--- config.mk ---
export PLATFORM = sky130hd
export DESIGN_NAME = sync_polarity
export DESIGN_NICKNAME = d
export VERILOG_FILES = /design/src/hdl/sync_polarity.sv
export SDC_FILE = /design/constraint.sdc
export NUM_CORES = 1
export LEC_CHECK = 0
export BUFFER_PORTS_ARGS = -buffer_cell sky130_fd_sc_hd__buf_2
export CAP_MARGIN = 20
export CORE_ASPECT_RATIO = 2
export CORE_UTILIZATION = 30
export DETAILED_ROUTE_END_ITERATION = 12
export HOLD_SLACK_MARGIN = 0.03
export PLACE_DENSITY = 0.52
export SETUP_SLACK_MARGIN = 0.1
export SLEW_MARGIN = 5
export SYNTH_ARGS = -nofsm -noshare
export SYNTH_HDL_FRONTEND = slang
export SYNTH_SLANG_ARGS = --single-unit
export TNS_END_PERCENT = 100
--- constraint.sdc ---
create_clock -name FPGA_CLK2_50 -period 5 [get_ports FPGA_CLK2_50]
set_input_delay 0.5 -clock FPGA_CLK2_50 [delete_from_list [all_inputs] [get_ports FPGA_CLK2_50]]
set_output_delay 0.5 -clock FPGA_CLK2_50 [all_outputs]
set_load 0.005 [all_outputs]
--- src/hdl/sync_polarity.sv ---
`timescale 1ns/100ps

module sync_polarity #(
	parameter int SYNC_CNT_BITS = 20
) (
	input  logic FPGA_CLK2_50,
	input  logic resetd,
	input  logic sync_in,
	output logic sync_out
);

	logic                     s1;
	logic                     s2;
	logic [SYNC_CNT_BITS-1:0] cnt;
	logic [SYNC_CNT_BITS-1:0] low_len;
	logic [SYNC_CNT_BITS-1:0] high_len;
	logic                     pol;

	always_ff @(posedge FPGA_CLK2_50) begin
		if (resetd) begin
			s1       <= 1'b0;
			s2       <= 1'b0;
			cnt      <= '0;
			low_len  <= '0;
			high_len <= '0;
			pol      <= 1'b0;
		end else begin
			s1 <= sync_in;
			s2 <= s1;
			// Rising edge closes a low phase, falling edge a high phase
			if (s1 & ~s2)
				low_len <= cnt;
			if (~s1 & s2)
				high_len <= cnt;
			// Phase length, held at full scale on very slow inputs
			if (s1 != s2)
				cnt <= '0;
			else if (cnt != '1)
				cnt <= cnt + 1'b1;
			pol <= high_len > low_len;
		end
	end

	// Long high phase means the pulse is active low
	assign sync_out = sync_in ^ pol;

endmodule

==> metrics.txt <==
# TYPE chip_impl_metric gauge
chip_impl_metric{name="cts_buffer_depth",unit=""} 2
chip_impl_metric{name="netlist_instances",unit=""} 322
chip_impl_info{name="hold_path_class",value="primary input to register"} 1
chip_impl_info{name="r2r_start",value="cnt[1]$_SDFFE_PP0P_"} 1
chip_impl_metric{name="detail-route-antenna-nets",unit=""} 0
chip_impl_metric{name="netlist-cell-type-count",unit=""} 41
chip_impl_metric{name="multi_input_comb_area",unit="sq um"} 1650
chip_impl_metric{name="drt-wirelength-per-cell",unit="microns"} 14.0
chip_impl_info{name="timing.critical_path.to",value="cnt[2]$_SDFFE_PP0P_"} 1
chip_impl_metric{name="wire_length_of_the_first_global_routing_pass",unit="mm"} 10.5
chip_impl_metric{name="setup_violations",unit=""} 0
chip_impl_info{name="synth_top_flop_cell",value="sky130_fd_sc_hd__dfxtp_1"} 1
chip_impl_metric{name="areaGrowthSynthToFinish",unit="%"} 13.8
chip_impl_metric{name="grt.overflow.total",unit=""} 0
chip_impl_info{name="worst-setup-path-type",value="register to register"} 1
chip_impl_metric{name="synth_enable_flop_cells",unit=""} 0
chip_impl_info{name="synth_top_cells_by_area",value="sky130_fd_sc_hd__dfxtp_1 (41%), sky130_fd_sc_hd__mux2i_1 (13%), sky130_fd_sc_hd__ha_1 (9.3%), sky130_fd_sc_hd__nor2_1 (7.6%), sky130_fd_sc_hd__xnor2_1 (4.0%)"} 1
chip_impl_metric{name="floorplan.core_area",unit="sq um"} 10100
chip_impl_metric{name="design.portCount",unit=""} 4
chip_impl_metric{name="period_utilisation_layout",unit=""} 0.438
chip_impl_metric{name="initial_core_util",unit=""} 0.307
chip_impl_metric{name="synth.net_count",unit=""} 348
chip_impl_info{name="tritoncts",value="done"} 1
chip_impl_metric{name="skew",unit="ns"} 0.00617
chip_impl_info{name="top_layer_used",value="met4"} 1
chip_impl_metric{name="finalWeightedCongestion",unit=""} 0.738
chip_impl_metric{name="fin_worst_hold_slack",unit="ns"} 0.420
chip_impl_metric{name="route.final.wire_length",unit="mm"} 6.45
chip_impl_metric{name="cell_pwr_density",unit="nW/um^2"} 336
chip_impl_metric{name="die_height",unit="microns"} 146
chip_impl_metric{name="cts_hold_buf",unit=""} 0
chip_impl_metric{name="overall_die_width",unit="microns"} 73.8
chip_impl_metric{name="grt_antenna_before_repair",unit=""} 0
chip_impl_metric{name="number_of_global_route_vias_before_repair",unit=""} 2105
chip_impl_metric{name="drt_drc_violations_left",unit=""} 0
chip_impl_metric{name="cts_made_buffers",unit=""} 9
chip_impl_metric{name="fill_cells",unit=""} 1010
chip_impl_info{name="r2r-end",value="cnt[2]$_SDFFE_PP0P_"} 1
chip_impl_info{name="synth_commonest_cells",value="sky130_fd_sc_hd__dfxtp_1 (63), sky130_fd_sc_hd__nor2_1 (63), sky130_fd_sc_hd__mux2i_1 (40)"} 1
chip_impl_metric{name="finalHoldViolCount",unit=""} 0
chip_impl_metric{name="drt_pre_antenna_iters",unit=""} 4
chip_impl_metric{name="synthesis.yosys.warnings",unit=""} 0
chip_impl_metric{name="initialDrtViolationCount",unit=""} 113
chip_impl_metric{name="worst_slew_pin_slew",unit="ns"} 0.870
chip_impl_metric{name="rr_worst_depth",unit=""} 6
chip_impl_metric{name="worst_case_register_to_register_setup_slack",unit="ns"} 2.81
chip_impl_metric{name="post-synth-top-area-fraction",unit=""} 0.407
chip_impl_metric{name="seq_area_frac_synth",unit=""} 0.407
chip_impl_metric{name="drive_above_1_share",unit=""} 0.104
chip_impl_metric{name="finalSetupTns",unit="ns"} 0
chip_impl_metric{name="route.layer.met1.wl",unit="mm"} 2.41
chip_impl_metric{name="seq_area",unit="sq um"} 1260
chip_impl_info{name="synth_top_cell_by_area",value="sky130_fd_sc_hd__dfxtp_1"} 1
chip_impl_metric{name="viasPerCell",unit=""} 4.68
chip_impl_info{name="startpoint_type",value="register"} 1
chip_impl_metric{name="worst-path-max-fanout",unit=""} 13
chip_impl_info{name="clock-root-buffer",value="sky130_fd_sc_hd__clkbuf_16"} 1
chip_impl_metric{name="cts.clk_slew.worst_paths",unit="ns"} 0.05
chip_impl_metric{name="grt_start_max_net_pins",unit=""} 45
chip_impl_info{name="grt_setup_unrepaired",value="false"} 1
chip_impl_metric{name="grtUsageTotal",unit=""} 0.134
chip_impl_info{name="worstSetupEndpointType",value="register"} 1
chip_impl_metric{name="dr_wl_met2",unit="mm"} 3.65
chip_impl_metric{name="async_flop_share",unit=""} 0
chip_impl_metric{name="finalWorstPathRequiredPeriod",unit="ns"} 2.19
chip_impl_metric{name="count_of_antenna_diodes_in_the_layout",unit=""} 0
chip_impl_info{name="launch_point_of_the_worst_path",value="cnt[1]$_SDFFE_PP0P_"} 1
chip_impl_metric{name="max_cap_viols",unit=""} 0
chip_impl_metric{name="cts.repair_timing.setup_buffer_count",unit=""} 0
chip_impl_info{name="status",value="completed"} 1
chip_impl_metric{name="fin_total_pwr",unit="mW"} 1.18
chip_impl_metric{name="critPathRequiredTime",unit="ns"} 5.18
chip_impl_metric{name="maxSlewHeadroom",unit=""} 0.420
chip_impl_metric{name="min_delay_path_depth",unit=""} 2
chip_impl_metric{name="dpl.hpwl",unit="mm"} 4.69
chip_impl_metric{name="die_area",unit="sq um"} 10800
chip_impl_metric{name="portBuffers",unit=""} 3
chip_impl_metric{name="p_leak",unit="nW"} 1.30
chip_impl_metric{name="met3_routed_length",unit="microns"} 125
chip_impl_metric{name="postSynthRegisterBits",unit=""} 63
chip_impl_metric{name="final_max_slew_viol_count",unit=""} 0
chip_impl_metric{name="via_count",unit=""} 2158
chip_impl_metric{name="cts.htree.levels",unit=""} 3
chip_impl_metric{name="timing.critical_path.arrival",unit="ns"} 2.37
chip_impl_metric{name="syn-mean-instance-area",unit="sq um"} 9.62
chip_impl_metric{name="core.rowCount",unit=""} 52
chip_impl_metric{name="synthesis.area",unit="sq um"} 3100
chip_impl_metric{name="vdd_drop_max",unit="uV"} 177
chip_impl_metric{name="nets",unit=""} 347
chip_impl_metric{name="cts_repair_resize_count",unit=""} 0
chip_impl_metric{name="max_clock_freq",unit="MHz"} 457
chip_impl_metric{name="num_clock_sinks",unit=""} 63
chip_impl_metric{name="worstSkewPairLatency",unit="ns"} 0.33
-- how the worst min path moves through the flow --
stage / start / endpoint / slack (ns)
floorplan: s1$_SDFF_PP0_ / s2$_SDFF_PP0_ / 0.44
global placement: s1$_SDFF_PP0_ / s2$_SDFF_PP0_ / 0.47
detailed placement: low_len[6]$_SDFFE_PP0P_ / low_len[6]$_SDFFE_PP0P_ / 0.48
CTS: sync_in / s1$_SDFF_PP0_ / 0.41
global route: sync_in / s1$_SDFF_PP0_ / 0.42
finish: sync_in / s1$_SDFF_PP0_ / 0.42
-- metrics by stage --
| stage | setup slack [ns] | area [sq um] | util | cells |
|---|---|---|---|---|
| final | 2.81 | 3520 | 0.349 | 461 |
| after global placement | 2.76 | 3210 | 0.318 | 445 |
| after detailed placement | 2.74 | 3210 | 0.318 | 445 |
| after floorplan | 3.30 | 3100 | - | 322 |
| after global routing | 2.61 | 3520 | 0.349 | 461 |
| after CTS | 2.80 | 3520 | 0.349 | 461 |
-- state kept, by name (all words and copies together) (netlist names) --
signal,cells
high_len,20
cnt,20
s2,1
s1,1
low_len,20
pol,1
-- kinds of logic after synthesis --
kind of cell / count (synthesis) / synth area share
muxes: 40 / 0.129
DFF: 63 / 0.407
and+or+nand+nor: 109 / 0.205
AOI/OAI and AO/OA: 29 / 0.0646
adders and majority gates: 23 / 0.0929
xor gates and xnor gates: 15 / 0.0424
buffers and inverters: 43 / 0.0586
-- power breakdown --
part	internal (mW)	switching [mW]	leakage [nW]
clock	0.426	0.210	0.149
combinational	0.0135	0.0231	0.638
sequential	0.507	0.00406	0.508
total	0.946	0.238	1.30
-- routing by layer --
layer / up-vias / GRT usage
met1: 1016 / 0.126
met3: 12 / 0.0298
met2: 27 / 0.245
li1: 1103 / -
met4: 0 / 0.0923
met5: - / 0
-- critical path: stages (launching register included) --
cell,delay (ns)
sky130_fd_sc_hd__dfxtp_1,0.42
sky130_fd_sc_hd__ha_1,0.25
sky130_fd_sc_hd__nand3_4,0.14
sky130_fd_sc_hd__nor4_4,0.74
sky130_fd_sc_hd__a21boi_0,0.24
sky130_fd_sc_hd__xnor2_1,0.19
sky130_fd_sc_hd__nor2_1,0.06
-- placed cells by master, fill, tap and decap left out, types with 7 or more instances in the layout --
master,netlist,routed
sky130_fd_sc_hd__clkbuf_16,0,9
sky130_fd_sc_hd__a21oi_1,11,11
sky130_fd_sc_hd__xnor2_1,14,14
sky130_fd_sc_hd__ha_1,23,23
sky130_fd_sc_hd__inv_1,26,26
sky130_fd_sc_hd__nand4_1,7,7
sky130_fd_sc_hd__nand3_1,11,11
sky130_fd_sc_hd__nor2_1,63,63
sky130_fd_sc_hd__mux2i_1,40,40
sky130_fd_sc_hd__dfxtp_1,63,63
-- cell type report --
cell class	count	share of cell area
Clock buffer	14	0.0778
Clock inverter	2	0.0107
Inverter	26	0.0277
Multi-Input combinational cell	216	0.469
Sequential cell	63	0.358
Tap cell	135	0.0479
Timing Repair Buffer	5	0.00852
(Power assumes the default switching activity.)
