### src/hdl/sys_pkg.sv
package sys_pkg;

	// ====================
	// Core identity
	// ====================
	localparam logic [23:0] CORE_MAGIC = 24'h5CA623;
	localparam logic [7:0]  CORE_TYPE  = 8'hA4;
	localparam logic [1:0]  IO_VER     = 2'd1;

	// HPS command codes
	localparam logic [7:0] CMD_CFG    = 8'h01;
	localparam logic [7:0] CMD_TIMING = 8'h20;
	localparam logic [7:0] CMD_LED    = 8'h25;

	localparam int TIMING_WORDS = 8;
	localparam int TIMING_BITS  = 12;

	// ====================
	// Shared structs
	// ====================
	typedef struct packed {
		logic [7:0] hi;
		logic [7:0] lo;
	} io_word_t;

	typedef struct packed {
		logic     strobe;
		logic     uio;
		io_word_t din;
	} io_req_t;

	// Upper byte carries the HDMI resolution, not decoded here
	typedef struct packed {
		logic [7:0] rsv_res;
		logic       dvi_mode;
		logic       audio_96k;
		logic       ypbpr_en;
		logic       rsv_4;
		logic       csync;
		logic       vga_scaler;
		logic [1:0] rsv_lo;
	} sys_cfg_t;

	// Field order matches the order of words after CMD_TIMING
	typedef struct packed {
		logic [TIMING_BITS-1:0] width;
		logic [TIMING_BITS-1:0] hfp;
		logic [TIMING_BITS-1:0] hs;
		logic [TIMING_BITS-1:0] hbp;
		logic [TIMING_BITS-1:0] height;
		logic [TIMING_BITS-1:0] vfp;
		logic [TIMING_BITS-1:0] vs;
		logic [TIMING_BITS-1:0] vbp;
	} video_timing_t;

	typedef struct packed {
		logic [7:0] overtake;
		logic [7:0] state;
	} led_ovr_t;

	typedef struct packed {
		logic       led_user;
		logic [1:0] led_power;
		logic [1:0] led_disk;
	} core_leds_t;

	typedef struct packed {
		logic signed [15:0] ls;
		logic signed [15:0] rs;
		logic               sgn;
		logic [1:0]         mix;
	} audio_in_t;

	typedef struct packed {
		logic [15:0] left;
		logic [15:0] right;
	} audio_out_t;

	// 1280x720@60 CEA
	localparam video_timing_t DEF_TIMING = '{
		width:  12'd1280,
		hfp:    12'd110,
		hs:     12'd40,
		hbp:    12'd220,
		height: 12'd720,
		vfp:    12'd5,
		vs:     12'd5,
		vbp:    12'd20
	};

endpackage

### src/hdl/audio_mixer.sv
`timescale 1ns/100ps

module audio_mixer (
	input  logic                FPGA_CLK2_50,
	input  logic                resetd,
	input  sys_pkg::audio_in_t  audio_in,
	output sys_pkg::audio_out_t audio_out
);
	import sys_pkg::*;

	// Arithmetic shift for signed samples, logical otherwise
	function automatic logic [15:0] shr(
		input logic signed [15:0] x,
		input logic [1:0]         n,
		input logic               sgn
	);
		if (sgn)
			return x >>> n;
		else
			return x >> n;
	endfunction

	// Own channel blended with the other, sums wrap at 16 bits
	function automatic logic [15:0] mix_ch(
		input logic [15:0] own,
		input logic [15:0] oth,
		input logic [1:0]  mix,
		input logic        sgn
	);
		case (mix)
			2'd0: return own;
			2'd1: return own - shr(own, 2'd3, sgn) + shr(oth, 2'd3, sgn);
			2'd2: return own - shr(own, 2'd2, sgn) + shr(oth, 2'd2, sgn);
			default: return shr(own, 2'd1, sgn) + shr(oth, 2'd1, sgn);
		endcase
	endfunction

	// ====================
	// Output register
	// ====================
	always_ff @(posedge FPGA_CLK2_50) begin
		if (resetd) begin
			audio_out <= '0;
		end else begin
			audio_out.left  <= mix_ch(audio_in.ls, audio_in.rs,
				audio_in.mix, audio_in.sgn);
			audio_out.right <= mix_ch(audio_in.rs, audio_in.ls,
				audio_in.mix, audio_in.sgn);
		end
	end

endmodule

### config.mk
export PLATFORM = sky130hd
export DESIGN_NAME = audio_mixer
export DESIGN_NICKNAME = d
export VERILOG_FILES = /design/src/hdl/sys_pkg.sv /design/src/hdl/audio_mixer.sv
export SDC_FILE = /design/constraint.sdc
export NUM_CORES = 1
export LEC_CHECK = 0
export BUFFER_PORTS_ARGS = -buffer_cell sky130_fd_sc_hd__buf_2
export CAP_MARGIN = 5
export CORE_MARGIN = 1.5
export CORE_UTILIZATION = 31
export DETAILED_ROUTE_END_ITERATION = 16
export SYNTH_ARGS = -nofsm -noshare
export SYNTH_HDL_FRONTEND = slang
export SYNTH_SLANG_ARGS = --single-unit
export TNS_END_PERCENT = 20
### constraint.sdc
create_clock -name FPGA_CLK2_50 -period 3.1 [get_ports FPGA_CLK2_50]
set_input_delay 0.465 -clock FPGA_CLK2_50 [delete_from_list [all_inputs] [get_ports FPGA_CLK2_50]]
set_output_delay 0.465 -clock FPGA_CLK2_50 [all_outputs]
set_load 0.005 [all_outputs]
==> run summary <==
In this run the cell area of the synthesized design comes to 6950 µm². The share of cells above drive strength 1 is 28.0%. The total leakage power came out at 4.71 nW.

The number of vias after detailed routing came out at 7109. The final global-route overflow total came out at 0. The starting density of the core is roughly a third. The setup-violating endpoint count in the final report came out at 0.

The sequential share of power is approximately 13%. The fraction of power spent switching nets came out at 43.7%. The max-capacitance violation count is 0. The initial antenna violation count was 1. In the global route stage, overall resource usage came out at 20.2%. Timing would allow up to about 320 MHz.

Setup repair after global routing could not meet its margin everywhere. The clock network fraction of design power is 14.8%. Excluding fillers, the count of instances in the completed layout stands at 1372. The mean area per synthesized cell came out at 8.08 µm². The clock drives 32 sinks.

After detailed placement, the design holds a cell count of 1357. After layout, the worst setup slack is 0.0181 ns. The count of mapped cells out of synthesis came out at 860. The area enclosed by the die boundary is 23300 µm².

The half-perimeter wire length after detailed placement is 19600 µm. The count of port buffers added during placement came out at 68. The cell area after placement is 8860 µm². The net switching component of the power is 1.62 mW. The startpoint identified for the worst hold timing path is audio_in[12]. The number of flip-flops under the largest register name is 32. In the final layout, the registers with the most flip-flops are audio_out: 32 flops. Dividing the detail-routed via count by the number of cells gives 5.18.

The worst setup path is of the in2reg kind. The number of global-route vias before repair came out at between 7000 and 8000. The total chip power is 3.70 mW. In this run the worst setup path begins at audio_in[25]. For this run, the share of the core covered by cells in the final layout is 42.3%. The area share of the leading cell type in the synthesized netlist is 17.0%. Ranked by flip-flop count, first place goes to audio_out.

Final hold analysis gives a worst-case slack of approximately 0.58 ns. The root buffer cell is sky130_fd_sc_hd__clkbuf_16. The area of all placed cells without fillers is between 9000 and 10000 µm². The die width is 153 µm. The power per standard cell area came out at about 400 nW/µm². The worst-case vdd ir drop is 0.000199 V. The H-tree depth is 2. Ranked by total cell area, the synthesized netlist is headed by sky130_fd_sc_hd__fa_1, sky130_fd_sc_hd__ha_1, sky130_fd_sc_hd__dfxtp_1.

The per-cell routed wire length is 17.2 µm. The number of top-level pins is 69. From bottom edge to top edge, the die measures 153 µm. The maximum net fanout on the critical path is 4. The global-route wire length before repair came out at 37000 µm. The cell type with the highest aggregate area in the netlist is sky130_fd_sc_hd__fa_1. From synthesis to final layout, the design area changed by 33.3%. The final hold violation count is 0.

For this block, the routed nets add up to 23600 µm of wire. After floorplanning, the core was sized to cover about 22000 µm². The CTS clock-pin slew for the worst setup and hold paths came out at 0.05 ns. The count of different cell masters after synthesis is 75. The proportion of register bits with asynchronous set or reset after synthesis came out at 0%. The routed design could run at a clock period as short as 3.08 ns.

The data arrival time of the critical path came out at 3.28 ns. The synthesized netlist net count came out at between 1000 and 1500. The total of flip-flops plus latches after synthesis came out at 32.

The combinational share of power is 71.9%. The internal power summed over all cells came out at 2.08 mW. Routability-driven placement finished with a final weighted congestion of between 0.9 and 1. After synthesis, flip-flops and latches occupy 9.22% of the total area. The final layout net count is about 1300.

The filler cell count came out at 2214. The most used flip-flop cell after synthesis is sky130_fd_sc_hd__dfxtp_1. STA classifies the critical path startpoint as an input port. For this run, design rule violations remaining after detail routing come to 0. The first detailed-routing pass ran for 5 iterations. The critical path endpoint category is a flip-flop. At the worst endpoint, the required time is roughly 3.3 ns.

Clock tree synthesis inserted a total of 5 buffers. In this run the deepest clock path goes through 2 buffers. The final number of max-transition violations is 0.

After routing, the total negative slack on setup checks comes to 0 ns. The worst path uses 99.4% of the clock period. The flow ran to the end, and the final reports show no timing, DRC or antenna violations.

The detail route stage leaves a number of antenna-violating nets equal to 0. At the placement stage, the worst setup path has a slack of -0.388 ns. TritonCTS built the clock tree. The commonest cells after synthesis are sky130_fd_sc_hd__inv_1, sky130_fd_sc_hd__ha_1, sky130_fd_sc_hd__fa_1. The dominant cell by count in the synthesized netlist is sky130_fd_sc_hd__inv_1. The warning count from the yosys run is 0.

Entering global routing, the biggest net connects 27 pins. The worst hold path class is in2reg. In this run the core area contains between 50 and 60 standard-cell rows. The remaining max-slew budget at the tightest pin came out at just under 60%.

The detailed router finished its first iteration with 344 violations. The number of synthesized flops with an enable pin is 0. The transition time of the tightest slew-check pin came out at ~0.62 ns.
-- per-layer routing --
| layer | global-route usage, % | part of all wire, % | vias up |
|---|---|---|---|
| li1 | - | - | 3429 |
| met3 | 2.08 | 4.9 | 40 |
| met4 | 7.19 | 2.6 | 0 |
| met5 | 0 | 0 | - |
| met2 | 33.4 | 47 | 183 |
| met1 | 27.2 | 46 | 3457 |
-- layout by cell type, fill, tap and decap left out, types with 4 or more instances in the layout --
cell type and instances:
sky130_fd_sc_hd__o31a_1 6, sky130_fd_sc_hd__xnor2_1 23, sky130_fd_sc_hd__and4_1 4, sky130_fd_sc_hd__a21o_1 20, sky130_fd_sc_hd__o21a_1 18, sky130_fd_sc_hd__or3_1 7
sky130_fd_sc_hd__fa_1 58, sky130_fd_sc_hd__a221oi_2 6, sky130_fd_sc_hd__buf_4 171, sky130_fd_sc_hd__and2_1 4, sky130_fd_sc_hd__nand4_1 4, sky130_fd_sc_hd__xor2_1 21
sky130_fd_sc_hd__nand2b_1 12, sky130_fd_sc_hd__o21bai_1 8, sky130_fd_sc_hd__o22ai_1 4, sky130_fd_sc_hd__nor3_1 16, sky130_fd_sc_hd__mux4_2 5, sky130_fd_sc_hd__a211oi_1 11
sky130_fd_sc_hd__o211ai_1 7, sky130_fd_sc_hd__mux2i_1 9, sky130_fd_sc_hd__a31oi_1 8, sky130_fd_sc_hd__clkbuf_16 5, sky130_fd_sc_hd__inv_1 166, sky130_fd_sc_hd__nand3_1 7
sky130_fd_sc_hd__o211a_1 4, sky130_fd_sc_hd__buf_2 67, sky130_fd_sc_hd__nor2b_1 10, sky130_fd_sc_hd__a221oi_1 4, sky130_fd_sc_hd__and3_1 7, sky130_fd_sc_hd__a21oi_1 52
sky130_fd_sc_hd__dfxtp_1 32, sky130_fd_sc_hd__nor2_1 50, sky130_fd_sc_hd__o21ai_0 40, sky130_fd_sc_hd__nand3b_1 4, sky130_fd_sc_hd__nand2_1 35, sky130_fd_sc_hd__ha_1 90
sky130_fd_sc_hd__o21ai_1 6, sky130_fd_sc_hd__a211oi_2 5
-- cell families (layout without fill, tap and decap cells) --
| family | Yosys count | after routing | synth area share [%] |
|---|---|---|---|
| mux | 16 | 16 | 3.24 |
| xor+xnor | 44 | 44 | 5.55 |
| fa+ha+maj | 151 | 151 | 33.6 |
| buf+inv | 190 | 421 | 10.4 |
| flops | 32 | 32 | 9.22 |
| compound gates | 252 | 252 | 25.1 |
| other cells | 0 | 1 | 0 |
| simple gates | 175 | 175 | 12.9 |
-- path summary, 6_finish.rpt --
path / cells past startpoint / to / slack (ns)
worst min-delay path: 3 / audio_out[9] / 0.58
worst max-delay path: 11 / audio_out[14] / 0.02
-- worst max-delay path, cell delays in order --
cell and delay [ns]:
sky130_fd_sc_hd__buf_2 0.12, sky130_fd_sc_hd__clkinvlp_4 0.13, sky130_fd_sc_hd__buf_4 0.16, sky130_fd_sc_hd__fa_1 0.52, sky130_fd_sc_hd__inv_1 0.04, sky130_fd_sc_hd__ha_2 0.17, sky130_fd_sc_hd__or3_4 0.39, sky130_fd_sc_hd__o311a_4 0.39
sky130_fd_sc_hd__a221o_1 0.38, sky130_fd_sc_hd__a31o_1 0.23, sky130_fd_sc_hd__a221oi_2 0.27
-- cell type report --
cell class              count  area, µm²  area share, %
inverters                 171        649           7.01
repair buffers            242       1690           18.2
clock buffers               8        146           1.58
flip-flops and latches     32        641           6.92
diodes                      1       2.50         0.0270
multi-input cells         638       5790           62.5
well taps                 280        350           3.78
-- power groups by stage --
stage / combinational, mW / sequential, mW / clock, mW
6_report: 2.66 / 0.494 / 0.547
5_1_grt: 2.93 / 0.501 / 0.574
4_1_cts: 2.52 / 0.495 / 0.563
3_5_place_dp: 2.48 / 0.503 / 0
3_3_place_gp: 2.46 / 0.504 / 0
2_1_floorplan: 1.53 / 0.514 / 0
-- timing repair --
action | in CTS | in global routing
gates resized for setup | 10 | 34
setup buffers | 0 | 6
setup endpoints to repair | 5 | 16
hold buffers | 0 | 0
pin swaps | 1 | 18
Power figures use the tool's default switching activity.
