==> config.mk <==
export PLATFORM = sky130hd
export DESIGN_NAME = cmd_decoder
export DESIGN_NICKNAME = d
export VERILOG_FILES = /design/src/hdl/sys_pkg.sv /design/src/hdl/cmd_decoder.sv
export SDC_FILE = /design/constraint.sdc
export NUM_CORES = 1
export LEC_CHECK = 0
export BUFFER_PORTS_ARGS = -buffer_cell sky130_fd_sc_hd__buf_2
export CAP_MARGIN = 0
export CELL_PAD_IN_SITES_DETAIL_PLACEMENT = 1
export CELL_PAD_IN_SITES_GLOBAL_PLACEMENT = 1
export CORE_MARGIN = 3
export CORE_UTILIZATION = 40
export DETAILED_ROUTE_END_ITERATION = 8
export PLACE_DENSITY_LB_ADDON = 0.1
export SLEW_MARGIN = 20
export SYNTH_ARGS = -nofsm -noshare
export SYNTH_HDL_FRONTEND = slang
export SYNTH_SLANG_ARGS = --single-unit
==> constraint.sdc <==
create_clock -name FPGA_CLK2_50 -period 2.7 [get_ports FPGA_CLK2_50]
set_clock_uncertainty 0.05 [all_clocks]
set_input_delay 0.405 -clock FPGA_CLK2_50 [delete_from_list [all_inputs] [get_ports FPGA_CLK2_50]]
set_output_delay 0.405 -clock FPGA_CLK2_50 [all_outputs]
set_load 0.03 [all_outputs]
==> src/hdl/sys_pkg.sv <==
package sys_pkg;

	// ====================
	// Core identity
	// ====================
	localparam logic [23:0] CORE_MAGIC = 24'h5CA623;
	localparam logic [7:0]  CORE_TYPE  = 8'hA4;
	localparam logic [1:0]  IO_VER     = 2'd1;

	// HPS command codes
	localparam logic [7:0] CMD_CFG    = 8'h01;
	localparam logic [7:0] CMD_TIMING = 8'h20;
	localparam logic [7:0] CMD_LED    = 8'h25;

	localparam int TIMING_WORDS = 8;
	localparam int TIMING_BITS  = 12;

	// ====================
	// Shared structs
	// ====================
	typedef struct packed {
		logic [7:0] hi;
		logic [7:0] lo;
	} io_word_t;

	typedef struct packed {
		logic     strobe;
		logic     uio;
		io_word_t din;
	} io_req_t;

	// Upper byte carries the HDMI resolution, not decoded here
	typedef struct packed {
		logic [7:0] rsv_res;
		logic       dvi_mode;
		logic       audio_96k;
		logic       ypbpr_en;
		logic       rsv_4;
		logic       csync;
		logic       vga_scaler;
		logic [1:0] rsv_lo;
	} sys_cfg_t;

	// Field order matches the order of words after CMD_TIMING
	typedef struct packed {
		logic [TIMING_BITS-1:0] width;
		logic [TIMING_BITS-1:0] hfp;
		logic [TIMING_BITS-1:0] hs;
		logic [TIMING_BITS-1:0] hbp;
		logic [TIMING_BITS-1:0] height;
		logic [TIMING_BITS-1:0] vfp;
		logic [TIMING_BITS-1:0] vs;
		logic [TIMING_BITS-1:0] vbp;
	} video_timing_t;

	typedef struct packed {
		logic [7:0] overtake;
		logic [7:0] state;
	} led_ovr_t;

	typedef struct packed {
		logic       led_user;
		logic [1:0] led_power;
		logic [1:0] led_disk;
	} core_leds_t;

	typedef struct packed {
		logic signed [15:0] ls;
		logic signed [15:0] rs;
		logic               sgn;
		logic [1:0]         mix;
	} audio_in_t;

	typedef struct packed {
		logic [15:0] left;
		logic [15:0] right;
	} audio_out_t;

	// 1280x720@60 CEA
	localparam video_timing_t DEF_TIMING = '{
		width:  12'd1280,
		hfp:    12'd110,
		hs:     12'd40,
		hbp:    12'd220,
		height: 12'd720,
		vfp:    12'd5,
		vs:     12'd5,
		vbp:    12'd20
	};

endpackage

==> src/hdl/cmd_decoder.sv <==
`timescale 1ns/100ps

module cmd_decoder (
	input  logic                   FPGA_CLK2_50,
	input  logic                   resetd,
	input  sys_pkg::io_req_t       io_req,
	output sys_pkg::sys_cfg_t      sys_cfg,
	output logic                   cfg_got,
	output sys_pkg::video_timing_t timing,
	output sys_pkg::led_ovr_t      led_ovr
);
	import sys_pkg::*;

	localparam int CNT_BITS = 8;

	io_req_t             req_q;
	logic                old_strobe;
	logic                stb_rise;
	logic                has_cmd;
	logic [7:0]          cmd;
	logic [CNT_BITS-1:0] cnt;
	logic [TIMING_BITS-1:0] tval;

	// Request is retimed once so word and strobe stay aligned
	always_ff @(posedge FPGA_CLK2_50) begin
		if (resetd) begin
			req_q      <= '0;
			old_strobe <= 1'b0;
		end else begin
			req_q      <= io_req;
			old_strobe <= req_q.strobe;
		end
	end

	assign stb_rise = req_q.strobe & ~old_strobe;
	assign tval     = req_q.din[TIMING_BITS-1:0];

	// ====================
	// Frame decode
	// ====================
	always_ff @(posedge FPGA_CLK2_50) begin
		if (resetd) begin
			has_cmd <= 1'b0;
			cmd     <= '0;
			cnt     <= '0;
			sys_cfg <= '0;
			cfg_got <= 1'b0;
			timing  <= DEF_TIMING;
			led_ovr <= '0;
		end else if (!req_q.uio) begin
			has_cmd <= 1'b0;
		end else if (stb_rise) begin
			if (!has_cmd) begin
				// First word of the frame holds the command
				has_cmd <= 1'b1;
				cmd     <= req_q.din.lo;
				cnt     <= '0;
			end else begin
				case (cmd)
					CMD_CFG: begin
						sys_cfg <= sys_cfg_t'(req_q.din);
						cfg_got <= 1'b1;
					end
					CMD_TIMING: begin
						cfg_got <= 1'b0;
						if (cnt != '1)
							cnt <= cnt + 1'b1;
						// Words past the eighth are only counted
						if (cnt < TIMING_WORDS) begin
							case (cnt[2:0])
								3'd0: timing.width  <= tval;
								3'd1: timing.hfp    <= tval;
								3'd2: timing.hs     <= tval;
								3'd3: timing.hbp    <= tval;
								3'd4: timing.height <= tval;
								3'd5: timing.vfp    <= tval;
								3'd6: timing.vs     <= tval;
								default: timing.vbp <= tval;
							endcase
						end
					end
					CMD_LED: begin
						led_ovr <= led_ovr_t'(req_q.din);
					end
					// Unknown commands ignore their words
					default: ;
				endcase
			end
		end
	end

endmodule

==> flow_results.xml <==
<?xml version="1.0" encoding="UTF-8"?>
<metrics>
  <group name="run_status">
    <metric name="status" unit="">complete, no violations</metric>
  </group>
  <group name="timing">
    <metric name="grt_setup_unrepaired" unit="">no</metric>
    <metric name="final_min_period_over_clock_period" unit="%">88.08</metric>
    <metric name="slew-limit-headroom" unit="%">42.72</metric>
    <metric name="hold_violations" unit="">0</metric>
    <metric name="maxClockFrequency" unit="MHz">420.5</metric>
    <metric name="tightestPinTransition" unit="ps">859.3</metric>
    <metric name="timing.final.ws_setup" unit="ps">321.8</metric>
    <metric name="timing.final.max_slew_violations" unit="">0</metric>
    <metric name="timing.setup.tns" unit="ps">0</metric>
    <metric name="final_period_minus_worst_setup_slack" unit="ps">2378</metric>
    <metric name="setup_viol" unit="">0</metric>
  </group>
  <group name="power">
    <metric name="vdd_drop_max" unit="mV">0.4405</metric>
    <metric name="p_per_area" unit="nW/µm²">631.3</metric>
    <metric name="power_leakage" unit="nW">3.050</metric>
    <metric name="totalPowerFinal" unit="mW">4.993</metric>
  </group>
  <group name="hold_path">
    <metric name="timing.hold.worst_path_depth" unit="">2</metric>
    <metric name="worstHoldPathType" unit="">in2reg</metric>
    <metric name="hold_path_startpoint" unit="">io_req[9]</metric>
    <metric name="worst_hold_path.endpoint" unit="">req_q[9]</metric>
  </group>
  <group name="grt">
    <metric name="grt_start_max_net_pins" unit="">80</metric>
    <metric name="groute.layer.met2.usage" unit="%">39.25</metric>
    <metric name="grt_busiest_layer" unit="">met2</metric>
    <metric name="groute.layer.met1.usage" unit="%">31.51</metric>
    <metric name="initial_antenna_violation_count" unit="">0</metric>
    <metric name="grt_pass1_vias" unit="">6161</metric>
    <metric name="grt_first_pass_wirelength" unit="µm">34030</metric>
    <metric name="globalRouteTotalUtil" unit="%">24.02</metric>
    <metric name="grtUsageMet3" unit="%">4.651</metric>
    <metric name="globalRouteOverflowTotal" unit="">0</metric>
  </group>
  <group name="routing">
    <metric name="first_pass_iters" unit="">4</metric>
    <metric name="post_drt_wl_per_cell" unit="µm">19.93</metric>
    <metric name="drt_iter0_drc" unit="">456</metric>
    <metric name="average_via_count_per_standard_cell" unit="">5.649</metric>
    <metric name="drt.antenna.violating_nets" unit="">0</metric>
    <metric name="wirelength" unit="µm">21890</metric>
    <metric name="drc" unit="">0</metric>
    <metric name="route.vias.total" unit="">6203</metric>
  </group>
  <group name="cells_and_area">
    <metric name="drive_gt1_share" unit="%">23.58</metric>
    <metric name="layout_common_cells" unit="">dfxtp_1, buf_2, nand3_1</metric>
    <metric name="area_growth" unit="%">20.86</metric>
    <metric name="finalNetCount" unit="">894</metric>
    <metric name="regArea" unit="µm²">3303</metric>
    <metric name="combined_area_of_the_multi_input_logic_cells" unit="µm²">2828</metric>
    <metric name="n_antenna_cell" unit="">0</metric>
    <metric name="mostFrequentLayoutCell" unit="">dfxtp_1</metric>
    <metric name="fillCellCount" unit="">1938</metric>
  </group>
  <group name="logic_synthesis">
    <metric name="netlist.area_leader.share" unit="%">50.48</metric>
    <metric name="portion_of_the_post_synthesis_area_used_by_sequential_elements" unit="%">50.48</metric>
    <metric name="synth_edf_count" unit="">0</metric>
    <metric name="synthArstFlopShare" unit="%">0</metric>
    <metric name="synth.largest_area_cell" unit="">dfxtp_1</metric>
    <metric name="synth_ff_type" unit="">dfxtp_1</metric>
    <metric name="synth.cell_area" unit="µm²">6544</metric>
    <metric name="leading_cell_types_by_total_area_after_synthesis" unit="">dfxtp_1, nand3_1, a21oi_1, o21ai_1, mux2i_1</metric>
    <metric name="synthesis.nets" unit="">788</metric>
    <metric name="synth_seq_cells" unit="">165</metric>
    <metric name="synthesis.instances" unit="">763</metric>
    <metric name="synthDistinctLibCells" unit="">46</metric>
    <metric name="avgSynthCellArea" unit="µm²">8.576</metric>
    <metric name="synth.yosys.warnings" unit="">0</metric>
  </group>
  <group name="clocking">
    <metric name="register_clock_pin_slew_on_the_reported_worst_setup_and_hold_paths" unit="ps">60</metric>
    <metric name="cts_max_level" unit="">4</metric>
    <metric name="postCtsSetupBuffers" unit="">0</metric>
    <metric name="cts_sinks" unit="">165</metric>
    <metric name="cts_inserted_buffers" unit="">17</metric>
    <metric name="insertion_delay_of_the_later_clocked_pin_in_the_worst_skew_pair" unit="ps">420</metric>
    <metric name="clockRootBuffer" unit="">clkbuf_16</metric>
    <metric name="cts_hold_buffers" unit="">0</metric>
    <metric name="tritoncts" unit="">done</metric>
    <metric name="cts_repair_resize_count" unit="">0</metric>
    <metric name="max-clock-path-buffers" unit="">2</metric>
  </group>
  <group name="setup_path">
    <metric name="timing.critical_path.from_type" unit="">flop</metric>
    <metric name="r2r_slack" unit="ps">320</metric>
    <metric name="cp_data_arrival_time" unit="ps">2610</metric>
    <metric name="worstPathRequired" unit="ps">2930</metric>
    <metric name="critPathMaxFanout" unit="">72</metric>
    <metric name="setup.worst_path.end_class" unit="">flop</metric>
    <metric name="worst_r2r_endpoint" unit="">timing[38]</metric>
    <metric name="r2r_start" unit="">cmd[1]</metric>
    <metric name="worstSetupPathType" unit="">reg2reg</metric>
    <metric name="worst-r2r-cell-count" unit="">5</metric>
  </group>
  <group name="floorplan">
    <metric name="initial_utilization" unit="%">41.05</metric>
    <metric name="fp.dieW" unit="µm">133.9</metric>
    <metric name="io_pins" unit="">149</metric>
    <metric name="design.die.area" unit="µm²">17930</metric>
    <metric name="core" unit="µm²">15940</metric>
    <metric name="fp.dieH" unit="µm">133.9</metric>
    <metric name="core.rowCount" unit="">46</metric>
  </group>
  <group name="place">
    <metric name="hpwl_dp" unit="µm">14400</metric>
    <metric name="globalplace.congestion" unit="">0.7978</metric>
    <metric name="port_buffers" unit="">148</metric>
    <metric name="dp_worst_setup_slack" unit="ps">336.2</metric>
  </group>
  <group name="flow_run">
    <metric name="drv.max_cap_violation_count" unit="">0</metric>
  </group>
</metrics>
[cell type report]
type / instances / area share, %
flip-flops and latches: 165 / 41.77
clock buffers: 21 / 5.948
repair buffers: 166 / 11.42
clock inverters: 11 / 1.266
inverters: 9 / 0.4271
well taps: 216 / 3.417
multi-input cells: 510 / 35.75
[per-layer routing]
metal  up-vias  share of wire, %
met3        43               5.3
met4         0               3.0
met2       182                47
met1      3062                45
li1       2916                 -
met5         -                 0
[synth_stat cells, drive strengths merged, types with 2 or more instances]
cell type and number:
dfxtp 165, nand3 128, o21ai 105, a21oi 100
clkbuf 58, nand2 51, mux2i 22, buf 21
nor2b 19, nor2 16, inv 8, and3 6
or4 6, ha 5, nor4 5, a311oi 4
a31oi 4, nand4 4, nor3 4, o211ai 4
a31o 3, and4 3, nor3b 3, or3 3
a41oi 2, nand2b 2, o32ai 2, or2 2
[cell families (layout without fill, tap and decap cells)]
| group | count (synthesis) | count (layout) | share of synthesized area, % |
|---|---|---|---|
| fa+ha+maj | 5 | 5 | 0.9560 |
| compound gates | 225 | 225 | 18.11 |
| flops | 165 | 165 | 50.48 |
| simple gates | 258 | 258 | 20.63 |
| mux | 22 | 22 | 3.365 |
| buf+inv | 88 | 207 | 6.463 |
[where the power goes]
part | switching (mW) | internal [mW]
Sequential | 0.0583 | 2.45
Clock | 0.993 | 1.34
Combinational | 0.106 | 0.0405
Total | 1.16 | 3.84
[critical path, cell delays in order (launching register included)]
cell	delay (ps)
dfxtp_1	320
or4_4	600
or4_2	670
buf_12	230
o21ai_0	240
a21oi_1	90
[how the worst max path moves through the flow]
stage	slack (ps)	to	startpoint
after CTS	320	timing[38]	cmd[1]
after floorplan	670	timing[40]	cnt[3]
after detailed placement	340	timing[38]	cmd[1]
after global placement	410	timing[38]	cmd[1]
final	320	timing[38]	cmd[1]
after global routing	240	timing[37]	cmd[1]
[metrics by stage]
step	cell area [µm²]	hold WS (ps)	util, %	cells
after floorplan	6544	394.0	-	763
after global placement	7338	393.9	46.03	1066
after detailed placement	7338	403.8	46.03	1066
after CTS	7909	123.3	49.61	1098
after global routing	7909	135.2	49.61	1098
final	7909	141.4	49.61	1098
[registers in the layout, indices dropped and copies added, names as in the netlist]
register    count
timing         96
req_q          18
led_ovr        16
sys_cfg        16
cmd             8
cnt             8
cfg_got         1
has_cmd         1
old_strobe      1
Note: power is estimated with default switching activity, not from simulation.
