$ cat src/hdl/sys_pkg.sv
package sys_pkg;

	// ====================
	// Core identity
	// ====================
	localparam logic [23:0] CORE_MAGIC = 24'h5CA623;
	localparam logic [7:0]  CORE_TYPE  = 8'hA4;
	localparam logic [1:0]  IO_VER     = 2'd1;

	// HPS command codes
	localparam logic [7:0] CMD_CFG    = 8'h01;
	localparam logic [7:0] CMD_TIMING = 8'h20;
	localparam logic [7:0] CMD_LED    = 8'h25;

	localparam int TIMING_WORDS = 8;
	localparam int TIMING_BITS  = 12;

	// ====================
	// Shared structs
	// ====================
	typedef struct packed {
		logic [7:0] hi;
		logic [7:0] lo;
	} io_word_t;

	typedef struct packed {
		logic     strobe;
		logic     uio;
		io_word_t din;
	} io_req_t;

	// Upper byte carries the HDMI resolution, not decoded here
	typedef struct packed {
		logic [7:0] rsv_res;
		logic       dvi_mode;
		logic       audio_96k;
		logic       ypbpr_en;
		logic       rsv_4;
		logic       csync;
		logic       vga_scaler;
		logic [1:0] rsv_lo;
	} sys_cfg_t;

	// Field order matches the order of words after CMD_TIMING
	typedef struct packed {
		logic [TIMING_BITS-1:0] width;
		logic [TIMING_BITS-1:0] hfp;
		logic [TIMING_BITS-1:0] hs;
		logic [TIMING_BITS-1:0] hbp;
		logic [TIMING_BITS-1:0] height;
		logic [TIMING_BITS-1:0] vfp;
		logic [TIMING_BITS-1:0] vs;
		logic [TIMING_BITS-1:0] vbp;
	} video_timing_t;

	typedef struct packed {
		logic [7:0] overtake;
		logic [7:0] state;
	} led_ovr_t;

	typedef struct packed {
		logic       led_user;
		logic [1:0] led_power;
		logic [1:0] led_disk;
	} core_leds_t;

	typedef struct packed {
		logic signed [15:0] ls;
		logic signed [15:0] rs;
		logic               sgn;
		logic [1:0]         mix;
	} audio_in_t;

	typedef struct packed {
		logic [15:0] left;
		logic [15:0] right;
	} audio_out_t;

	// 1280x720@60 CEA
	localparam video_timing_t DEF_TIMING = '{
		width:  12'd1280,
		hfp:    12'd110,
		hs:     12'd40,
		hbp:    12'd220,
		height: 12'd720,
		vfp:    12'd5,
		vs:     12'd5,
		vbp:    12'd20
	};

endpackage

$ cat src/hdl/hps_link.sv
`timescale 1ns/100ps

module hps_link (
	input  logic             FPGA_CLK2_50,
	input  logic             resetd,
	input  logic [31:0]      gp_out,
	input  logic             btn_user,
	input  logic             btn_osd,
	output logic [31:0]      gp_in,
	output sys_pkg::io_req_t io_req,
	output logic             hps_disk
);
	import sys_pkg::*;

	logic [31:0] gp_outd;
	logic [31:0] gp_outr;
	logic        io_clk;
	logic        rack;
	logic        io_ack;

	// ====================
	// HPS word capture
	// ====================
	always_ff @(posedge FPGA_CLK2_50) begin
		if (resetd) begin
			gp_outd <= '0;
			gp_outr <= '0;
		end else begin
			gp_outd <= gp_out;
			gp_outr <= gp_outd;
		end
	end

	assign io_clk = gp_outr[17];

	// Rack records the last io_clk level seen, ack lags it by a cycle
	always_ff @(posedge FPGA_CLK2_50) begin
		if (resetd) begin
			rack   <= 1'b0;
			io_ack <= 1'b0;
		end else begin
			rack   <= io_clk;
			io_ack <= rack;
		end
	end

	// One cycle high per io_clk toggle
	assign io_req.strobe = io_clk ^ rack;
	assign io_req.uio    = gp_outr[20];
	assign io_req.din    = gp_outr[15:0];
	assign hps_disk      = gp_outr[29];

	// ====================
	// Reply word
	// ====================
	// Magic until the HPS reports ready, status word after
	assign gp_in = gp_outr[31] ?
		{1'b0, btn_user, btn_osd, 9'd0, IO_VER, io_ack, 1'b0, 16'd0} :
		{CORE_MAGIC, CORE_TYPE};

endmodule

$ cat config.mk
export PLATFORM = sky130hd
export DESIGN_NAME = hps_link
export DESIGN_NICKNAME = d
export VERILOG_FILES = /design/src/hdl/sys_pkg.sv /design/src/hdl/hps_link.sv
export SDC_FILE = /design/constraint.sdc
export NUM_CORES = 1
export LEC_CHECK = 0
export ABC_AREA = 1
export BUFFER_PORTS_ARGS = -buffer_cell sky130_fd_sc_hd__buf_4
export CAP_MARGIN = 20
export CORE_AREA = 4 4 61 69
export CTS_BUF_LIST = sky130_fd_sc_hd__clkbuf_16
export DETAILED_ROUTE_END_ITERATION = 7
export DIE_AREA = 0 0 65 73
export GPL_TIMING_DRIVEN = 0
export PLACE_DENSITY_LB_ADDON = 0.25
export SLEW_MARGIN = 10
export SYNTH_ARGS = -nofsm -noshare
export SYNTH_HDL_FRONTEND = slang
export SYNTH_SLANG_ARGS = --single-unit
$ cat constraint.sdc
create_clock -name FPGA_CLK2_50 -period 2 [get_ports FPGA_CLK2_50]
set_clock_uncertainty 0.05 [all_clocks]
set_input_delay 0.4 -clock FPGA_CLK2_50 [delete_from_list [all_inputs] [get_ports FPGA_CLK2_50]]
set_output_delay 0.4 -clock FPGA_CLK2_50 [all_outputs]
set_load 0.02 [all_outputs]
==> results.tsv, run 1 <==
metric	value	unit
synthesis-to-finish area growth	43.8	%
peak supply drop	0.623	mV
max-cap viol count	0	
PD cells	871	mW/mm^2
CTS sink cnt	42	
via count	1090	
min cycle time layout	1.58	ns
antenna-violating nets left	0	
number of global-route vias before repair	902	
Antenna diodes	0	
first-pass GRT wire length	3690	microns
Starting Density	45.1	%
Hold Path End	rack	
RSZ-0062 raised after global routing	false	
count of input and output buffers	55	
reg2reg start	rack	
Hold WC Path Type	input pin to flop	
leakage power	0.00130	uW
total routed wirelength	2420	microns
Syn Inst Count	188	
crit-path max FO	11	
largest net degree at the start of global routing	13	
CTS tree	yes	
total negative slack	0	ns
1st-iter DRT viols	7	
cell row count	23	
final RePlAce weighted congestion	0.652	
Synth cell types	7	
GR Overflow Total	0	
hold depth	2	
Avg Vias per Cell	3.44	
share of layout cells above drive strength 1	41.6	%
Max clock buf depth	2	
Worst EP arrival	1.13	ns
total of cells resized after clock tree synthesis	0	
Worst EP required	1.55	ns
Syn Area/Cell	8.49	sq um
drt pass-1 iters	3	
Fin. Hold Viols	0	
DRC	0	
R2R Path End	io_ack	
die height	73	microns
H-tree levels	2	
max-slew violation count	0	
mapped cell area	0.00160	sq mm
Final WS setup	0.423	ns
HPWL Detailed	1870	microns
GRT Resource Usage Total	10.6	%
clock buffer count from CTS	5	
# hold bufs at CTS	0	
fmax	0.634	GHz
wire per inst	7.63	microns
reg2reg path depth	2	
hold_sp	resetd	
Yosys reg bits	42	
initial antenna violation count	0	
endpoint class of the critical path	output pin	
Crit Path Class	flop to output pin	
hold_ws	0.260	ns
Post-CTS Setup Inserts	0	
Nets	302	
Clock Latency Late Sink	0.28	ns
CP Launch Type	flop	
R2R Setup Slk	1.42	ns
full die area	0.00475	sq mm
core box area	0.00354	sq mm
IO Pins	87	
synth warn	0	
Chip Width	65	microns
fin crit share	78.8	%
clock-pin slew on the worst setup and hold paths	0.05	ns
Post-Place Setup Slack	0.703	ns
outcome	finished clean	
register area share after synthesis	52.7	%
clk root buf	clkbuf_16	
Final setup viols	0	
synth_stat cells:
cell type	n	share of area [%]
nand2_1	6	1.4
inv_1	46	11
conb_1	2	0.47
buf_4	45	21
buf_6	5	3.5
nor2_1	42	9.9
dfxtp_1	42	53
cell type report:
cell class	instances	area, sq um
Sequential cell	42	841
Clock buffer	5	125
Inverter	46	173
Multi-Input combinational cell	66	248
Timing Repair Buffer	55	413
Buffer	50	394
Clock inverter	3	37.5
Tap cell	50	62.6
Fill cell	310	1250
through the flow:
stage	cells	cell area [sq um]	total power, uW	utilization, %
floorplan	204	1660	1070	-
global placement	309	2130	1150	60.2
detailed placement	309	2130	1160	60.2
CTS	317	2290	2020	64.8
global route	317	2290	2090	64.8
finish	317	2290	2000	64.8
power breakdown:
part | switching (uW) | leakage, uW | total [uW] | internal (uW)
Combinational | 122 | 0.000865 | 252 | 130
Clock | 281 | 0.0000864 | 859 | 578
Sequential | 9.89 | 0.000347 | 886 | 876
Total | 413 | 0.00130 | 2000 | 1580
cell usage in the layout (no fill, tap or decap):
cell       instances
dfxtp_1           42
inv_1             48
nor2_1            42
buf_6              5
clkbuf_16          5
buf_4            100
conb_1            18
nand2_1            6
bufinv_16          1
critical path: stages (launching register included):
cell	delay, ns
dfxtp_1	0.33
inv_1	0.23
buf_4	0.16
buf_4	0.13
flip-flops by register name, indices dropped and copies added (netlist names):
| name | count |
|---|---|
| gp_outr | 20 |
| rack | 1 |
| io_ack | 1 |
| gp_outd | 20 |
layer usage:
metal / GRT usage, % / vias up / wire, microns
li1: - / 604 / -
met1: 9.23 / 434 / 913
met2: 18.8 / 47 / 1170
met3: 5.55 / 5 / 275
met4: 7.04 / 0 / 57
met5: 0 / - / 0
worst max-delay path by stage:
stage                      from        end  slack [ns]  cells past startpoint
floorplan           gp_outr[31]  gp_in[13]        0.74                      2
global placement    gp_outr[31]  gp_in[21]        0.71                      3
detailed placement  gp_outr[31]  gp_in[27]        0.70                      3
CTS                 gp_outr[31]  gp_in[27]        0.40                      3
global route        gp_outr[31]   gp_in[7]        0.34                      3
finish              gp_outr[31]  gp_in[21]        0.42                      3
logic make-up (layout without fill, tap and decap cells):
family | Yosys count | after routing | synth area share, %
DFF | 42 | 42 | 52.7
buffers and inverters | 96 | 159 | 35.5
other | 2 | 18 | 0.471
and+or+nand+nor | 48 | 48 | 11.3
Power figures use the tool's default switching activity.
==> inputs of run 2 (changes only) <==
--- a/config.mk
+++ b/config.mk
@@ -5,13 +5,13 @@
 export SDC_FILE = /design/constraint.sdc
 export NUM_CORES = 1
 export LEC_CHECK = 0
-export ABC_AREA = 1
+export ABC_AREA = 0
 export BUFFER_PORTS_ARGS = -buffer_cell sky130_fd_sc_hd__buf_4
 export CAP_MARGIN = 20
-export CORE_AREA = 4 4 61 69
+export CORE_AREA = 4 4 62 70
 export CTS_BUF_LIST = sky130_fd_sc_hd__clkbuf_16
 export DETAILED_ROUTE_END_ITERATION = 7
-export DIE_AREA = 0 0 65 73
+export DIE_AREA = 0 0 66 74
 export GPL_TIMING_DRIVEN = 0
 export PLACE_DENSITY_LB_ADDON = 0.25
 export SLEW_MARGIN = 10
==> constraint.sdc (replaced) <==
create_clock -name FPGA_CLK2_50 -period 1.5 [get_ports FPGA_CLK2_50]
set_clock_uncertainty 0.05 [all_clocks]
set_input_delay 0.3 -clock FPGA_CLK2_50 [delete_from_list [all_inputs] [get_ports FPGA_CLK2_50]]
set_output_delay 0.3 -clock FPGA_CLK2_50 [all_outputs]
set_load 0.02 [all_outputs]
==> results.tsv, run 2 <==
metric	value	unit	change
full die area	0.00488	sq mm	+2.9%
CP bufs+invs	3		unchanged
met2 wire length	988	microns	-16%
die height	74	microns	+1.4%
Hold WC Path Type	input pin to flop		
Starting Density	41.7	%	-3.4 points
antenna-violating nets left	0		unchanged
total of cells resized after clock tree synthesis	0		unchanged
synthesis-to-finish area growth	45.4	%	
core box area	0.00360	sq mm	+1.6%
fin crit share	91.7	%	
most common cell after layout, fill and taps aside	buf_4		
top sig layer	met4		
Post-synth top flop	dfxtp_1		
Layout fillers	334		+7.7%
Crit path max-delay family	buffers and inverters		
Cell Area, Placed	0.00204	sq mm	-4.1%
number of global-route vias before repair	749		-17%
Synth top cells by count	buf_4, dfxtp_1, nor2b_1		
outcome	finished clean		
Max clock buf depth	2		unchanged
fin cells	270		-15%
wire per inst	8.65	microns	+13%
clock-pin slew on the worst setup and hold paths	0.06	ns	about the same
Largest regs	gp_outd x20, gp_outr x20		
Final setup viols	0		unchanged
Met3 Routed Length	423	microns	+54%
synth top area cells	dfxtp_1, buf_4, nor2b_1, buf_2, nand2b_1		
main combinational cell family by area after synthesis	buffers and inverters		
Worst EP arrival	1.03	ns	-0.10 ns
HPWL Detailed	1830	microns	-2.3%
P_sw	531	uW	+29%
max-cap viol count	0		unchanged
GR Overflow Total	0		unchanged
fmax	0.727	GHz	
Combinational Power Share	13.0	%	+0.4 points
initial antenna violation count	0		unchanged
peak supply drop	0.838	mV	+35%
most common cell in the synthesized netlist	buf_4		
Syn Area/Cell	10.7	sq um	+26%
critical path's most frequent cell	buf_4		
cell row count	23		unchanged
leading area contributor after synthesis	dfxtp_1		
drt pass-1 iters	3		unchanged
total negative slack	0	ns	unchanged
Avg Vias per Cell	3.48		+1.3%
H-tree levels	2		unchanged
CTS sink cnt	42		unchanged
final RePlAce weighted congestion	0.594		-9.0%
clock buffer count from CTS	5		unchanged
Hold Path End	rack		
Clock Latency Late Sink	0.27	ns	about the same
mapped cell area	0.00150	sq mm	-6.0%
IO Pins	87		unchanged
CP Launch Type	flop		
crit-path max FO	11		unchanged
endpoint class of the critical path	output pin		
reg2reg start	rack		
# hold bufs at CTS	0		unchanged
register area share after synthesis	56.0	%	+3.3 points
largest stage delay on the critical path	0.37	ns	+0.04 ns
mux cell area share after synthesis	0	%	unchanged
hold_sp	resetd		
CTS tree	yes		
Fin. Hold Viols	0		unchanged
R2R Setup Slk	0.89	ns	-0.53 ns
FFs w/ async S/R, synth	0	%	unchanged
hold_ws	0.170	ns	-0.0904 ns
R2R Path End	io_ack		
Final Instance Area	0.00218	sq mm	-4.9%
total routed wirelength	2340	microns	-3.5%
count of input and output buffers	56		+1.8%
Antenna diodes	0		unchanged
RSZ-0062 raised after global routing	false		
Adder-Cell Fraction of Synth Area	0	%	unchanged
XOR/XNOR Fraction of Synth Area	0.584	%	+0.58 points
first-pass GRT wire length	3280	microns	-11%
Post-CTS Setup Inserts	0		unchanged
Syn Inst Count	140		-26%
PD cells	1130	mW/mm^2	+30%
EDFF count, synth	0		unchanged
DP Cell Count	262		-15%
via count	940		-14%
Crit Path Class	flop to output pin		
Synth Area in Simple Gates	18.8	%	+7.5 points
clock network fraction of design power	39.3	%	-3.7 points
share of layout cells above drive strength 1	50.9	%	+9.3 points
Pint	1940	uW	+22%
reg2reg path depth	1		-1
min cycle time layout	1.38	ns	
DRC	0		unchanged
Synth Area in Compound Gates	0	%	unchanged
Nets	255		-16%
Seq pwr share	47.7	%	+3.4 points
Yosys reg bits	42		unchanged
synth warn	0		unchanged
hold depth	2		unchanged
Synth cell types	9		+2
sw frac	21.5	%	+0.82 points
area share of the largest cell type after synthesis	56.0	%	+3.3 points
leakage power	0.00110	uW	-15%
Chip Width	66	microns	+1.5%
critical path's slowest cell	dfxtp_1		
Worst EP required	1.15	ns	-0.40 ns
GRT Resource Usage Total	9.17	%	-1.4 points
clk root buf	clkbuf_16		
largest net degree at the start of global routing	13		unchanged
Metal-1 WL	887	microns	-2.8%
most frequent cells in the layout	buf_4, nor2b_1, dfxtp_1, conb_1, clkbuf_16		
crit-path cells	inv_2 -> buf_4 -> buf_4		
1st-iter DRT viols	7		unchanged
max-slew violation count	0		unchanged
run 2: changes by cell type after synthesis, sizes merged:
| cell | before | now |
|---|---|---|
| and2 | 0 | 1 |
| buf | 50 | 49 |
| inv | 46 | 1 |
| nand2 | 6 | 0 |
| nand2b | 0 | 2 |
| nor2 | 42 | 0 |
| nor2b | 0 | 42 |
| xor2 | 0 | 1 |
run 2: layout make-up:
cell class                 count  area, sq um  area share (%)
inverter                       1         3.75           0.172
timing repair buffer          56          420            19.3
clock buffer                   5          125            5.74
clock inverter                 3         12.5           0.574
buffer                        49          358            16.4
multi-input combinational     64          358            16.4
tap                           50         62.6            2.87
sequential                    42          841            38.6
run 2: cells by family after synthesis:
| kind of cell | count (synthesis) |
|---|---|
| AND/OR/NAND/NOR | 45 |
| other | 2 |
| flip-flops | 42 |
| XOR/XNOR | 1 |
| buffers and inverters | 50 |
run 2: worst max-delay path by stage:
stage	startpoint	end	slack (ns)	cells after the start
floorplan	gp_outr[31]	gp_in[13]	0.35	2
global placement	gp_outr[31]	gp_in[13]	0.32	3
detailed placement	gp_outr[31]	gp_in[9]	0.31	3
CTS	gp_outr[31]	gp_in[9]	0.01	3
global route	gp_outr[31]	gp_in[7]	0.03	3
finish	gp_outr[31]	gp_in[9]	0.12	3
run 2: power by group through the flow:
stage	Clock [uW]	Sequential (uW)	Combinational, uW
2_1_floorplan	0	1200	212
3_3_place_gp	0	1200	319
3_5_place_dp	0	1200	321
4_1_cts	1010	1180	322
5_1_grt	1050	1180	345
6_report	973	1180	321
run 2: layer usage:
layer	global-route usage, %	vias up
met2	14.8	57
met3	6.95	4
met1	8.74	371
li1	-	508
met5	0	-
met4	4.06	0
run 2: through the flow:
stage | util, % | total power, uW | setup WS (ns)
after floorplan | - | 1410 | 0.346
after global placement | 56.8 | 1520 | 0.319
after detailed placement | 56.8 | 1520 | 0.314
after CTS | 60.6 | 2510 | 0.0136
after global routing | 60.6 | 2580 | 0.0340
final | 60.6 | 2470 | 0.125
==> inputs of run 3 (changes only) <==
--- a/config.mk
+++ b/config.mk
@@ -8,10 +8,10 @@
 export ABC_AREA = 0
 export BUFFER_PORTS_ARGS = -buffer_cell sky130_fd_sc_hd__buf_4
 export CAP_MARGIN = 20
-export CORE_AREA = 4 4 62 70
+export CORE_AREA = 4 4 60 67
 export CTS_BUF_LIST = sky130_fd_sc_hd__clkbuf_16
 export DETAILED_ROUTE_END_ITERATION = 7
-export DIE_AREA = 0 0 66 74
+export DIE_AREA = 0 0 64 71
 export GPL_TIMING_DRIVEN = 0
 export PLACE_DENSITY_LB_ADDON = 0.25
 export SLEW_MARGIN = 10
==> constraint.sdc (replaced) <==
create_clock -name FPGA_CLK2_50 -period 1.7 [get_ports FPGA_CLK2_50]
set_clock_uncertainty 0.05 [all_clocks]
set_input_delay 0.34 -clock FPGA_CLK2_50 [delete_from_list [all_inputs] [get_ports FPGA_CLK2_50]]
set_output_delay 0.34 -clock FPGA_CLK2_50 [all_outputs]
set_load 0.02 [all_outputs]
==> results.tsv, run 3 (same netlist as run 2, synthesis figures left out) <==
metric	value	unit	change
most frequent cells in the layout	buf_4, nor2b_1, dfxtp_1, conb_1, clkbuf_16		
final RePlAce weighted congestion	0.645		+8.6%
largest net degree at the start of global routing	12		-1
fmax	0.661	GHz	
antenna-violating nets left	0		unchanged
most common cell after layout, fill and taps aside	buf_4		
die height	71	microns	-4.1%
PD cells	999	mW/mm^2	-12%
cell row count	22		-4.3%
hold_ws	0.216	ns	+0.0462 ns
Starting Density	45.0	%	+3.3 points
max-cap viol count	0		unchanged
total routed wirelength	2530	microns	+8.5%
Max clock buf depth	2		unchanged
drt pass-1 iters	3		unchanged
peak supply drop	0.534	mV	-36%
core box area	0.00333	sq mm	-7.4%
RSZ-0062 raised after global routing	false		
via count	985		+4.8%
clk root buf	clkbuf_16		
clock buffer count from CTS	5		unchanged
Fin. Hold Viols	0		unchanged
Avg Vias per Cell	3.69		+6.0%
number of global-route vias before repair	939		+25%
leakage power	0.00110	uW	about the same
Antenna diodes	0		unchanged
GRT Resource Usage Total	12.1	%	+2.9 points
Post-CTS Setup Inserts	0		unchanged
fin crit share	89.0	%	
full die area	0.00454	sq mm	-7.0%
synthesis-to-finish area growth	44.9	%	
wire per inst	9.49	microns	+9.7%
Hold WC Path Type	input pin to flop		
count of input and output buffers	56		unchanged
endpoint class of the critical path	output pin		
reg2reg start	rack		
first-pass GRT wire length	4060	microns	+24%
clock-pin slew on the worst setup and hold paths	0.05	ns	about the same
HPWL Detailed	2060	microns	+13%
Clock Latency Late Sink	0.27	ns	about the same
total of cells resized after clock tree synthesis	0		unchanged
min cycle time layout	1.51	ns	
fin cells	267		-1.1%
Crit Path Class	flop to output pin		
H-tree levels	2		unchanged
Worst EP required	1.31	ns	+0.16 ns
CP Launch Point	gp_outr[31]		
Nets	255		unchanged
hold_sp	resetd		
IO Pins	87		unchanged
share of layout cells above drive strength 1	50.2	%	-0.68 points
outcome	finished clean		
Chip Width	64	microns	-3.0%
DP Cell Count	260		-0.76%
Worst EP arrival	1.12	ns	+0.09 ns
max-slew violation count	0		unchanged
Largest regs	gp_outd x20, gp_outr x20		
CTS sink cnt	42		unchanged
total negative slack	0	ns	unchanged
Final setup viols	0		unchanged
crit-path max FO	11		unchanged
GR Overflow Total	0		unchanged
DRC	0		unchanged
CTS tree	yes		
CP Launch Type	flop		
# hold bufs at CTS	0		unchanged
Final Instance Area	0.00217	sq mm	-0.34%
1st-iter DRT viols	8		+1
Cell Area, Placed	0.00204	sq mm	-0.12%
initial antenna violation count	0		unchanged
[run 3: cell types whose count changed in the layout (fill, tap and decap cells not counted)]
cell	change
inv_1	+2
inv_2	-1
clkinv_1	-1
clkinv_2	-1
[run 3: cell type report]
type / count / area (sq um)
clock inverter: 2 / 7.51
multi-input combinational: 64 / 358
timing repair buffer: 56 / 420
fill: 277 / 1160
inverter: 1 / 3.75
sequential: 42 / 841
clock buffer: 5 / 125
tap: 48 / 60.1
buffer: 49 / 358
[run 3: final timing paths]
check	slack, ns	end	cells past startpoint
min	0.22	rack	2
max reg2reg	1.10	io_ack	1
max	0.19	gp_in[26]	3
min reg2reg	0.39	gp_outr[29]	1
[run 3: routing by layer]
| layer | vias up | track usage, % | share of wire [%] |
|---|---|---|---|
| li1 | 507 | - | - |
| met1 | 414 | 10.5 | 35 |
| met2 | 58 | 20.2 | 49 |
| met3 | 6 | 7.46 | 14 |
| met4 | 0 | 8.63 | 1.9 |
| met5 | - | 0 | 0 |
[run 3: power by group]
| part | switching (uW) | leakage, uW | internal [uW] |
|---|---|---|---|
| combinational | 131 | 0.000684 | 153 |
| clock | 322 | 0.0000723 | 523 |
| sequential | 10.8 | 0.000347 | 1030 |
[run 3: per-stage QoR]
step	total power [uW]	worst slack, ns	utilization, %
2_1_floorplan	1250	0.506	-
3_3_place_gp	1340	0.501	61.3
3_5_place_dp	1350	0.460	61.3
4_1_cts	2200	0.160	65.3
5_1_grt	2260	0.102	65.3
6_report	2170	0.187	65.3
[run 3: worst max-delay path, stage by stage, from the launching register on]
cell	delay, ns
dfxtp_1	0.32
inv_1	0.23
buf_4	0.16
buf_4	0.13
